$ cat config.mk
export PLATFORM = sky130hd
export DESIGN_NAME = rv32_csrs
export DESIGN_NICKNAME = d
export VERILOG_FILES = /design/src/common/csr_trap_pkg.sv /design/src/common/csr_access_pkg.sv /design/src/rtl/rv32_csrs.sv /design/src/csr/csr_access.sv /design/src/csr/csr_counters.sv /design/src/csr/csr_machine_regs.sv
export VERILOG_INCLUDE_DIRS = /design/src /design/src/common
export SDC_FILE = /design/constraint.sdc
export NUM_CORES = 1
export LEC_CHECK = 0
export ABC_CLOCK_PERIOD_IN_PS = 3400
export BUFFER_PORTS_ARGS = -buffer_cell sky130_fd_sc_hd__buf_2
export CELL_PAD_IN_SITES_DETAIL_PLACEMENT = 0
export CELL_PAD_IN_SITES_GLOBAL_PLACEMENT = 2
export CORE_MARGIN = 2
export CORE_UTILIZATION = 34
export DETAILED_ROUTE_END_ITERATION = 16
export PLACE_DENSITY_LB_ADDON = 0.1
export SYNTH_ARGS = -nofsm -noshare
export SYNTH_HDL_FRONTEND = slang
export SYNTH_HIERARCHICAL = 1
export SYNTH_SLANG_ARGS = --single-unit
export TNS_END_PERCENT = 10
$ cat constraint.sdc
create_clock -name clk -period 3.4 [get_ports clk]
set_clock_uncertainty 0.05 [all_clocks]
set_input_delay 0.17 -clock clk [delete_from_list [all_inputs] [get_ports clk]]
set_output_delay 0.17 -clock clk [all_outputs]
set_load 0.01 [all_outputs]
$ cat src/common/csr_defs.svh
`ifndef CSR_DEFS_SVH
`define CSR_DEFS_SVH

// ##############################
// Widths
// ##############################

`define CSR_XLEN       32
`define CSR_ADDR_W     12
`define CSR_COUNTER_W  64

// MXL = 1 (XLEN 32) in bits 31:30, and only the I extension in bit 8.
`define CSR_MISA_VALUE 32'h4000_0100

// ##############################
// Field bit positions
// ##############################

`define CSR_BIT_MIE     3   // mstatus.
`define CSR_BIT_MPIE    7   // mstatus.
`define CSR_BIT_MPP_LO  11  // mstatus, MPP occupies bits 12:11.
`define CSR_MSTATUS_MPP 2'b11

`define CSR_BIT_MSIE    3   // mie.
`define CSR_BIT_MTIE    7   // mie.
`define CSR_BIT_MEIE    11  // mie.

// ##############################
// CSR addresses
// ##############################

`define CSR_ADDR_MSTATUS   12'h300
`define CSR_ADDR_MISA      12'h301
`define CSR_ADDR_MIE       12'h304
`define CSR_ADDR_MTVEC     12'h305
`define CSR_ADDR_MSCRATCH  12'h340
`define CSR_ADDR_MEPC      12'h341
`define CSR_ADDR_MCAUSE    12'h342
`define CSR_ADDR_MTVAL     12'h343
`define CSR_ADDR_MIP       12'h344
`define CSR_ADDR_MCYCLE    12'hB00
`define CSR_ADDR_MINSTRET  12'hB02
`define CSR_ADDR_MCYCLEH   12'hB80
`define CSR_ADDR_MINSTRETH 12'hB82
`define CSR_ADDR_CYCLE     12'hC00
`define CSR_ADDR_TIME      12'hC01
`define CSR_ADDR_INSTRET   12'hC02
`define CSR_ADDR_CYCLEH    12'hC80
`define CSR_ADDR_TIMEH     12'hC81
`define CSR_ADDR_INSTRETH  12'hC82

`endif
$ cat src/common/csr_trap_pkg.sv
`default_nettype none

package csr_trap_pkg;

    // Exception codes. Interrupt causes reuse the same code space with
    // the mcause interrupt bit set.
    typedef enum logic [3:0] {
        CAUSE_INSTR_MISALIGNED = 4'd0,
        CAUSE_INSTR_FAULT      = 4'd1,
        CAUSE_ILLEGAL_INSTR    = 4'd2,
        CAUSE_BREAKPOINT       = 4'd3,
        CAUSE_LOAD_MISALIGNED  = 4'd4,
        CAUSE_LOAD_FAULT       = 4'd5,
        CAUSE_STORE_MISALIGNED = 4'd6,
        CAUSE_STORE_FAULT      = 4'd7,
        CAUSE_MACHINE_ECALL    = 4'd11
    } mcause_code_t;

    typedef enum logic {
        MTVEC_DIRECT   = 1'b0,
        MTVEC_VECTORED = 1'b1
    } mtvec_mode_t;

endpackage

`default_nettype wire

$ cat src/common/csr_access_pkg.sv
`default_nettype none

`include "csr_defs.svh"

package csr_access_pkg;

    // Every CSR address the block decodes. Anything else reads as zero.
    typedef enum logic [`CSR_ADDR_W-1:0] {
        CSR_MSTATUS   = `CSR_ADDR_MSTATUS,
        CSR_MISA      = `CSR_ADDR_MISA,
        CSR_MIE       = `CSR_ADDR_MIE,
        CSR_MTVEC     = `CSR_ADDR_MTVEC,
        CSR_MSCRATCH  = `CSR_ADDR_MSCRATCH,
        CSR_MEPC      = `CSR_ADDR_MEPC,
        CSR_MCAUSE    = `CSR_ADDR_MCAUSE,
        CSR_MTVAL     = `CSR_ADDR_MTVAL,
        CSR_MIP       = `CSR_ADDR_MIP,
        CSR_MCYCLE    = `CSR_ADDR_MCYCLE,
        CSR_MINSTRET  = `CSR_ADDR_MINSTRET,
        CSR_MCYCLEH   = `CSR_ADDR_MCYCLEH,
        CSR_MINSTRETH = `CSR_ADDR_MINSTRETH,
        CSR_CYCLE     = `CSR_ADDR_CYCLE,
        CSR_TIME      = `CSR_ADDR_TIME,
        CSR_INSTRET   = `CSR_ADDR_INSTRET,
        CSR_CYCLEH    = `CSR_ADDR_CYCLEH,
        CSR_TIMEH     = `CSR_ADDR_TIMEH,
        CSR_INSTRETH  = `CSR_ADDR_INSTRETH
    } csr_addr_t;

    typedef enum logic [1:0] {
        CSR_OP_RW = 2'b00,  // Replace.
        CSR_OP_RS = 2'b01,  // Set bits.
        CSR_OP_RC = 2'b10   // Clear bits.
    } csr_write_op_t;

    typedef enum logic {
        CSR_SRC_IMM = 1'b0,
        CSR_SRC_REG = 1'b1
    } csr_src_t;

endpackage

`default_nettype wire

$ cat src/rtl/rv32_csrs.sv
`timescale 1ns/1ps
`default_nettype none

`include "csr_defs.svh"

module rv32_csrs (
    input  wire logic                          clk,
    input  wire logic                          reset,
    input  wire logic                          stall,
    input  wire logic                          flush,
    input  wire logic                          writeback_flush,

    input  wire logic                          write,
    input  wire csr_access_pkg::csr_write_op_t write_op,
    input  wire csr_access_pkg::csr_src_t      src,
    input  wire logic                          ecall,
    input  wire logic                          ebreak,
    input  wire logic                          mret,
    input  wire logic                          instr_retired,

    input  wire logic [`CSR_XLEN-1:0]          pc,
    input  wire csr_access_pkg::csr_addr_t     csr,
    input  wire logic [`CSR_XLEN-1:0]          rs1_value,
    input  wire logic [`CSR_XLEN-1:0]          imm_value,

    output logic                               trap,
    output logic [`CSR_XLEN-1:0]               read_value,
    output logic [`CSR_XLEN-1:0]               trap_pc,
    output logic [`CSR_COUNTER_W-1:0]          cycle
);
    import csr_trap_pkg::*;

    logic [`CSR_XLEN-1:0]      new_value;
    logic                      mstatus_mie;
    logic                      mstatus_mpie;
    logic [2:0]                mie_bits;
    logic [`CSR_XLEN-1:2]      mtvec_base;
    mtvec_mode_t               mtvec_mode;
    logic [`CSR_XLEN-1:0]      mscratch;
    logic [`CSR_XLEN-1:2]      mepc;
    logic                      mcause_interrupt;
    mcause_code_t              mcause_code;
    logic [`CSR_XLEN-1:0]      mtval;
    logic [`CSR_COUNTER_W-1:0] instret;

    csr_machine_regs u_machine_regs (
        .clk              (clk),
        .reset            (reset),
        .stall            (stall),
        .flush            (flush),
        .write            (write),
        .ecall            (ecall),
        .ebreak           (ebreak),
        .mret             (mret),
        .csr              (csr),
        .new_value        (new_value),
        .pc               (pc),
        .mstatus_mie      (mstatus_mie),
        .mstatus_mpie     (mstatus_mpie),
        .mie_bits         (mie_bits),
        .mtvec_base       (mtvec_base),
        .mtvec_mode       (mtvec_mode),
        .mscratch         (mscratch),
        .mepc             (mepc),
        .mcause_interrupt (mcause_interrupt),
        .mcause_code      (mcause_code),
        .mtval            (mtval),
        .trap             (trap),
        .trap_pc          (trap_pc)
    );

    csr_counters u_counters (
        .clk              (clk),
        .reset            (reset),
        .instr_retired    (instr_retired),
        .writeback_flush  (writeback_flush),
        .cycle            (cycle),
        .instret          (instret)
    );

    csr_access u_access (
        .csr              (csr),
        .write_op         (write_op),
        .src              (src),
        .rs1_value        (rs1_value),
        .imm_value        (imm_value),
        .mstatus_mie      (mstatus_mie),
        .mstatus_mpie     (mstatus_mpie),
        .mie_bits         (mie_bits),
        .mtvec_base       (mtvec_base),
        .mtvec_mode       (mtvec_mode),
        .mscratch         (mscratch),
        .mepc             (mepc),
        .mcause_interrupt (mcause_interrupt),
        .mcause_code      (mcause_code),
        .mtval            (mtval),
        .cycle            (cycle),
        .instret          (instret),
        .read_value       (read_value),
        .new_value        (new_value)
    );

endmodule

`default_nettype wire

$ cat src/csr/csr_access.sv
`timescale 1ns/1ps
`default_nettype none

`include "csr_defs.svh"

module csr_access (
    input  wire csr_access_pkg::csr_addr_t     csr,
    input  wire csr_access_pkg::csr_write_op_t write_op,
    input  wire csr_access_pkg::csr_src_t      src,
    input  wire logic [`CSR_XLEN-1:0]          rs1_value,
    input  wire logic [`CSR_XLEN-1:0]          imm_value,

    input  wire logic                          mstatus_mie,
    input  wire logic                          mstatus_mpie,
    input  wire logic [2:0]                    mie_bits,
    input  wire logic [`CSR_XLEN-1:2]          mtvec_base,
    input  wire csr_trap_pkg::mtvec_mode_t     mtvec_mode,
    input  wire logic [`CSR_XLEN-1:0]          mscratch,
    input  wire logic [`CSR_XLEN-1:2]          mepc,
    input  wire logic                          mcause_interrupt,
    input  wire csr_trap_pkg::mcause_code_t    mcause_code,
    input  wire logic [`CSR_XLEN-1:0]          mtval,

    input  wire logic [`CSR_COUNTER_W-1:0]     cycle,
    input  wire logic [`CSR_COUNTER_W-1:0]     instret,

    output logic [`CSR_XLEN-1:0]               read_value,
    output logic [`CSR_XLEN-1:0]               new_value
);
    import csr_access_pkg::*;

    logic [`CSR_XLEN-1:0] operand;
    logic [`CSR_XLEN-1:0] cycle_lo;
    logic [`CSR_XLEN-1:0] cycle_hi;
    logic [`CSR_XLEN-1:0] instret_lo;
    logic [`CSR_XLEN-1:0] instret_hi;

    assign operand = (src == CSR_SRC_REG) ? rs1_value : imm_value;

    assign cycle_lo   = cycle[`CSR_XLEN-1:0];
    assign cycle_hi   = cycle[`CSR_COUNTER_W-1:`CSR_XLEN];
    assign instret_lo = instret[`CSR_XLEN-1:0];
    assign instret_hi = instret[`CSR_COUNTER_W-1:`CSR_XLEN];

    // ##############################
    // Read multiplexer
    // ##############################

    always_comb begin
        read_value = '0;

        case (csr)
            CSR_MSTATUS: begin
                read_value[`CSR_BIT_MPP_LO +: 2] = `CSR_MSTATUS_MPP;  // Machine mode only.
                read_value[`CSR_BIT_MPIE]        = mstatus_mpie;
                read_value[`CSR_BIT_MIE]         = mstatus_mie;
            end
            CSR_MISA: read_value = `CSR_MISA_VALUE;
            CSR_MIE: begin
                read_value[`CSR_BIT_MEIE] = mie_bits[2];
                read_value[`CSR_BIT_MTIE] = mie_bits[1];
                read_value[`CSR_BIT_MSIE] = mie_bits[0];
            end
            CSR_MTVEC:    read_value = {mtvec_base, 1'b0, mtvec_mode};
            CSR_MSCRATCH: read_value = mscratch;
            CSR_MEPC:     read_value = {mepc, 2'b00};
            CSR_MCAUSE: begin
                read_value[`CSR_XLEN-1] = mcause_interrupt;
                read_value[3:0]         = mcause_code;
            end
            CSR_MTVAL:    read_value = mtval;

            // No interrupt sources are wired in, so nothing is ever pending.
            CSR_MIP:      read_value = '0;

            // The time alias reads the cycle count.
            CSR_MCYCLE,
            CSR_CYCLE,
            CSR_TIME:     read_value = cycle_lo;
            CSR_MCYCLEH,
            CSR_CYCLEH,
            CSR_TIMEH:    read_value = cycle_hi;
            CSR_MINSTRET,
            CSR_INSTRET:  read_value = instret_lo;
            CSR_MINSTRETH,
            CSR_INSTRETH: read_value = instret_hi;
            default:      read_value = '0;
        endcase
    end

    // ##############################
    // Read-modify-write value
    // ##############################

    always_comb begin
        case (write_op)
            CSR_OP_RW: new_value = operand;
            CSR_OP_RS: new_value = read_value | operand;
            CSR_OP_RC: new_value = read_value & ~operand;
            default:   new_value = read_value;  // Unused encoding leaves the CSR as it is.
        endcase
    end

endmodule

`default_nettype wire

$ cat src/csr/csr_counters.sv
`timescale 1ns/1ps
`default_nettype none

`include "csr_defs.svh"

module csr_counters (
    input  wire logic                     clk,
    input  wire logic                     reset,
    input  wire logic                     instr_retired,
    input  wire logic                     writeback_flush,

    output logic [`CSR_COUNTER_W-1:0]     cycle,
    output logic [`CSR_COUNTER_W-1:0]     instret
);

    logic count_retire;

    // A retirement squashed at writeback never really completed.
    assign count_retire = instr_retired && !writeback_flush;

    // ##############################
    // Cycle counter
    // ##############################

    // Free running; stall and flush do not hold it.
    always_ff @(posedge clk) begin
        if (reset) begin
            cycle <= '0;
        end else begin
            cycle <= cycle + 1'b1;
        end
    end

    // ##############################
    // Retired instruction counter
    // ##############################

    always_ff @(posedge clk) begin
        if (reset) begin
            instret <= '0;
        end else if (count_retire) begin
            instret <= instret + 1'b1;
        end
    end

endmodule

`default_nettype wire

$ cat src/csr/csr_machine_regs.sv
`timescale 1ns/1ps
`default_nettype none

`include "csr_defs.svh"

module csr_machine_regs (
    input  wire logic                      clk,
    input  wire logic                      reset,
    input  wire logic                      stall,
    input  wire logic                      flush,
    input  wire logic                      write,
    input  wire logic                      ecall,
    input  wire logic                      ebreak,
    input  wire logic                      mret,
    input  wire csr_access_pkg::csr_addr_t csr,
    input  wire logic [`CSR_XLEN-1:0]      new_value,
    input  wire logic [`CSR_XLEN-1:0]      pc,

    output logic                           mstatus_mie,
    output logic                           mstatus_mpie,
    output logic [2:0]                     mie_bits,
    output logic [`CSR_XLEN-1:2]           mtvec_base,
    output csr_trap_pkg::mtvec_mode_t      mtvec_mode,
    output logic [`CSR_XLEN-1:0]           mscratch,
    output logic [`CSR_XLEN-1:2]           mepc,
    output logic                           mcause_interrupt,
    output csr_trap_pkg::mcause_code_t     mcause_code,
    output logic [`CSR_XLEN-1:0]           mtval,
    output logic                           trap,
    output logic [`CSR_XLEN-1:0]           trap_pc
);
    import csr_access_pkg::*;
    import csr_trap_pkg::*;

    logic commit;
    logic take_exception;

    // A stalled or flushed instruction must not change any architectural state.
    assign commit         = !stall && !flush;
    assign take_exception = ecall || ebreak;

    // ##############################
    // Trap and return redirect
    // ##############################

    always_comb begin
        trap    = 1'b0;
        trap_pc = '0;

        if (commit) begin
            if (take_exception) begin
                trap    = 1'b1;
                trap_pc = {mtvec_base, 2'b00};  // Exceptions go to the base in both modes.
            end else if (mret) begin
                trap    = 1'b1;
                trap_pc = {mepc, 2'b00};
            end
        end
    end

    // ##############################
    // Register updates
    // ##############################

    always_ff @(posedge clk) begin
        if (reset) begin
            mstatus_mie      <= 1'b0;
            mstatus_mpie     <= 1'b0;
            mie_bits         <= '0;
            mtvec_base       <= '0;
            mtvec_mode       <= MTVEC_DIRECT;
            mscratch         <= '0;
            mepc             <= '0;
            mcause_interrupt <= 1'b0;
            mcause_code      <= CAUSE_INSTR_MISALIGNED;
            mtval            <= '0;
        end else if (commit) begin
            if (write) begin
                case (csr)
                    CSR_MSTATUS: begin
                        mstatus_mie  <= new_value[`CSR_BIT_MIE];
                        mstatus_mpie <= new_value[`CSR_BIT_MPIE];
                    end
                    CSR_MIE: begin
                        mie_bits <= {new_value[`CSR_BIT_MEIE],
                                     new_value[`CSR_BIT_MTIE],
                                     new_value[`CSR_BIT_MSIE]};
                    end
                    CSR_MTVEC: begin
                        mtvec_base <= new_value[`CSR_XLEN-1:2];
                        mtvec_mode <= mtvec_mode_t'(new_value[0]);
                    end
                    CSR_MSCRATCH: mscratch <= new_value;
                    CSR_MEPC:     mepc <= new_value[`CSR_XLEN-1:2];
                    CSR_MCAUSE: begin
                        mcause_interrupt <= new_value[`CSR_XLEN-1];
                        mcause_code      <= mcause_code_t'(new_value[3:0]);
                    end
                    CSR_MTVAL:    mtval <= new_value;
                    default: ;    // Read-only or unimplemented.
                endcase
            end

            // Placed after the write so that a trap in the same cycle wins.
            if (take_exception) begin
                mepc             <= pc[`CSR_XLEN-1:2];
                mcause_interrupt <= 1'b0;
                if (ecall) begin
                    mcause_code <= CAUSE_MACHINE_ECALL;
                end else begin
                    mcause_code <= CAUSE_BREAKPOINT;
                end
            end else if (mret) begin
                mstatus_mie  <= mstatus_mpie;
                mstatus_mpie <= 1'b1;
            end
        end
    end

endmodule

`default_nettype wire

==> results.rst <==
.. list-table::
   :header-rows: 1

   * - Metric
     - Value
   * - Cell chosen for the clock root
     - sky130_fd_sc_hd__clkbuf_16
   * - Number of warnings printed during yosys synthesis
     - 6
   * - Sequential cell area
     - about 0.0053 mm²
   * - Cell Rows
     - 78
   * - Net count of the finished layout
     - 2172
   * - Port Buf Inserts
     - 245
   * - Number of instances resized during post-cts repair
     - 0
   * - Endpoint of the worst hold-timing path
     - u_machine_regs/mcause_interrupt$_SDFFE_PP0P_
   * - Number of setup violations in the final report
     - 0
   * - Count of flip-flops with a built-in enable after synthesis
     - 0
   * - Cells along the critical path
     - ha_1 > nand3b_1 > or3_4 > or4_4 > or4_1 > a21oi_1
   * - Die X
     - 218 µm
   * - Cell family with the largest share of critical-path delay
     - simple AND/OR/NAND/NOR gates
   * - Total congestion overflow
     - 0
   * - Worst-skew pair later-pin latency
     - ~550 ps
   * - Layout cells sized above 1
     - 23.4%
   * - Initial antenna violation count
     - 0
   * - CTS tree
     - yes
   * - RD Place Congestion
     - 0.834
   * - Initial Utilization
     - around a third
   * - Routed length per placed instance
     - 24.8 µm
   * - Vertical die dimension
     - 218 µm
   * - Rel. slew slack
     - 38.5%
   * - Power density over the cells
     - 395 mW/mm²
   * - Hold Startpoint
     - ebreak
   * - Syn Area/Cell
     - 8.51 µm²
   * - Achievable Freq
     - 356 MHz
   * - Slew at the pin closest to its max-slew limit
     - slightly above 900 ps
   * - Post-synthesis sequential element count
     - 263
   * - Type of the most critical hold path
     - in -> reg
   * - Final-report hold violation count
     - 0
   * - Setup tns final
     - 0 ps
   * - CTS H-Tree Depth
     - 2
   * - Syn Std Cell Area
     - 0.0156 mm²
   * - Area of the core
     - 0.0454 mm²
   * - VDD IR max
     - 0.000248 V
   * - Largest stage delay, worst path
     - 700 ps
   * - FF-to-FF End
     - u_counters/instret[48]$_SDFFE_PP0P_
   * - Cell depth of the worst setup path
     - 6
   * - Post-layout total power
     - 7.41 mW
   * - Diodes inserted
     - 0
   * - Arrival time at the worst endpoint
     - 3230 ps
   * - Post-CTS setup buffer count
     - 0
   * - Post-CTS Hold Fix Bufs
     - 33
   * - Critical Path Source Type
     - flip-flop
   * - Minimum setup slack among reg-to-reg paths
     - 590 ps
   * - Ratio of final minimum period to clock period
     - 82.5%
   * - Number of buffers inserted during clock tree synthesis
     - 34
   * - Remaining routing DRC violations
     - 0
   * - Max-cap violations
     - 0
   * - Worst r2r path cells
     - 6
   * - Commonest cells post-synth
     - 263 x sky130_fd_sc_hd__dfxtp_1, 189 x sky130_fd_sc_hd__a21oi_1, 127 x sky130_fd_sc_hd__nand2_1, 127 x sky130_fd_sc_hd__nor2_1, 112 x sky130_fd_sc_hd__nand3_1
   * - Flip-flop cell with the highest count after synthesis
     - sky130_fd_sc_hd__dfxtp_1
   * - Cell with the largest stage delay on the worst path
     - sky130_fd_sc_hd__or4_4
   * - I/O Pins
     - 250
   * - Average vias per placed instance
     - 5.83
   * - Post-synth top area cell
     - sky130_fd_sc_hd__dfxtp_1
   * - Peak fanout along the critical path
     - 15
   * - Buffers and inverters on the worst path
     - 0
   * - Seq/Total Area, Yosys
     - 33.7%
   * - Cell depth of the worst hold path
     - 4
   * - Clock transition at the register clock pins on the worst setup and hold paths after CTS
     - 60 ps
   * - Count of final max-slew check failures
     - 0
   * - Total Die Area
     - 0.0477 mm²
   * - Cell with the most instances after synthesis
     - sky130_fd_sc_hd__dfxtp_1
   * - Total area of multi-input combinational cells
     - 0.00952 mm²
   * - Number of global-route vias before repair
     - 14400
   * - Relative area change from synthesis to final layout
     - 20.0%
   * - Critical Path End Type
     - flip-flop
   * - Post-layout utilization of the core
     - approximately two fifths
   * - Worst setup margin
     - 595 ps
   * - Category of the most critical setup path
     - reg -> reg
   * - RSZ-0062 raised after global routing
     - false
   * - Cell leakage power
     - 7.06 nW
   * - First-pass GRT wire length
     - 96700 µm
   * - Cells taking the most area after synthesis
     - sky130_fd_sc_hd__dfxtp_1 34%, sky130_fd_sc_hd__a21oi_1 6.1%, sky130_fd_sc_hd__mux2i_1 5.9%
   * - Required arrival time at the worst endpoint
     - around 3800 ps
   * - Detailed placer's ending HPWL
     - approximately 47000 µm
   * - Clk sinks
     - 263
   * - Count of different cell masters after synthesis
     - 87
   * - Antenna-violating nets left
     - 0
   * - Worst setup slack after placement
     - between 200 and 300 ps
   * - Filler cell count in the final layout
     - 4641
   * - Synth Instances
     - ~1800
   * - Status
     - complete, no violations
   * - Via count
     - 15600
   * - Detailed router's first-iteration violation count
     - 1304
   * - Proportion of netlist area held by the largest area contributor
     - 33.7%
   * - Shortest period the worst path allows
     - 2810 ps
   * - Number of buffers on the longest clock path
     - 3
   * - Number of iterations in the first detailed-routing pass
     - 6
   * - GRT Resource Usage Total
     - 26.9%
   * - Reg-to-reg startpoint
     - u_counters/instret[0]$_SDFFE_PP0P_
   * - Aggregate routed wire length
     - 66300 µm
   * - Async set-or-reset flop fraction in the synthesized netlist
     - 0%
   * - Pin count of the biggest net entering global routing
     - 115
[where the power goes]
group	switching (mW)	internal (mW)	leakage [nW]	total (mW)
Clock	1.47	2.11	0.524	3.58
Sequential	0.0327	3.11	2.12	3.15
Combinational	0.413	0.268	4.41	0.682
[cell usage in the layout, fill, tap and decap left out, drive strengths merged, types with 29 or more instances in the layout]
cell and instances:
a21o 31, a21oi 189, a22o 49, a2bb2o 30, buf 302, clkbuf 54, dfxtp 263, dlygate4sd3 33
mux2 67, mux2i 92, nand2 127, nand3 113, nand4 46, nor2 128, nor4 29, o21ai 97
o31ai 58, or3 35, or4 32, xnor2 41
[worst register-to-register path: stages, from the launching register on]
cell and delay [ps]:
sky130_fd_sc_hd__dfxtp_1 410, sky130_fd_sc_hd__ha_1 200, sky130_fd_sc_hd__nand3b_1 170, sky130_fd_sc_hd__or3_4 530, sky130_fd_sc_hd__or4_4 710, sky130_fd_sc_hd__or4_1 510
sky130_fd_sc_hd__a21oi_1 150
[worst max path at each step]
stage | start | end | slack [ps]
floorplan | u_counters/instret[0]$_SDFFE_PP0P_ | u_counters/instret[62]$_SDFFE_PP0P_ | 1060
global placement | csr[1] | u_machine_regs/mepc[14]$_SDFFE_PP0P_ | 300
detailed placement | csr[1] | u_machine_regs/mepc[14]$_SDFFE_PP0P_ | 250
CTS | u_counters/instret[0]$_SDFFE_PP0P_ | u_counters/instret[48]$_SDFFE_PP0P_ | 620
global route | u_counters/instret[41]$_SDFFE_PP0P_ | u_counters/instret[53]$_SDFFE_PP0P_ | 460
finish | u_counters/instret[0]$_SDFFE_PP0P_ | u_counters/instret[48]$_SDFFE_PP0P_ | 590
[layout make-up]
cell class              count  share of cell area [%]
multi-input cells        1392                    50.7
well taps                 600                    4.00
clock inverters             6                   0.313
clock buffers              54                    5.37
repair buffers            335                    11.1
inverters                  23                   0.460
flip-flops and latches    263                    28.1
[metal layers]
layer	vias to the layer above	GRT usage [%]	wire, µm
met5	-	0	0
met4	0	6.12	1260
met3	56	3.80	3640
met2	464	43.2	30800
met1	7738	37.8	30600
li1	7327	-	-
[sequential cells by signal, summed over array words and instances, names as in the netlist, 3 cells and up]
name,count
u_machine_regs/mepc,30
u_machine_regs/mie_bits,3
u_counters/cycle,64
u_machine_regs/mscratch,32
u_machine_regs/mcause_code,4
u_counters/instret,64
u_machine_regs/mtval,32
u_machine_regs/mtvec_base,30
[cells by family (layout without fill, tap and decap cells)]
group / count (synthesis) / after routing / synth area share [%]
compound gates: 542 / 542 / 24.2
xor+xnor: 64 / 64 / 3.59
fa+ha+maj: 2 / 2 / 0.160
buf+inv: 182 / 418 / 5.55
flops: 263 / 263 / 33.7
mux: 162 / 162 / 11.2
other cells: 1 / 2 / 0.0240
simple gates: 620 / 620 / 21.6
[stage by stage]
| step | instances | instance area, µm² | hold WS, ps |
|---|---|---|---|
| after global routing | 2673 | 18800 | 59.8 |
| after floorplan | 1837 | 15600 | 311 |
| final | 2673 | 18800 | 30.5 |
| after CTS | 2673 | 18800 | 7.50 |
| after detailed placement | 2580 | 17400 | 393 |
| after global placement | 2580 | 17400 | 385 |
Note: power is estimated with default switching activity, not from simulation.
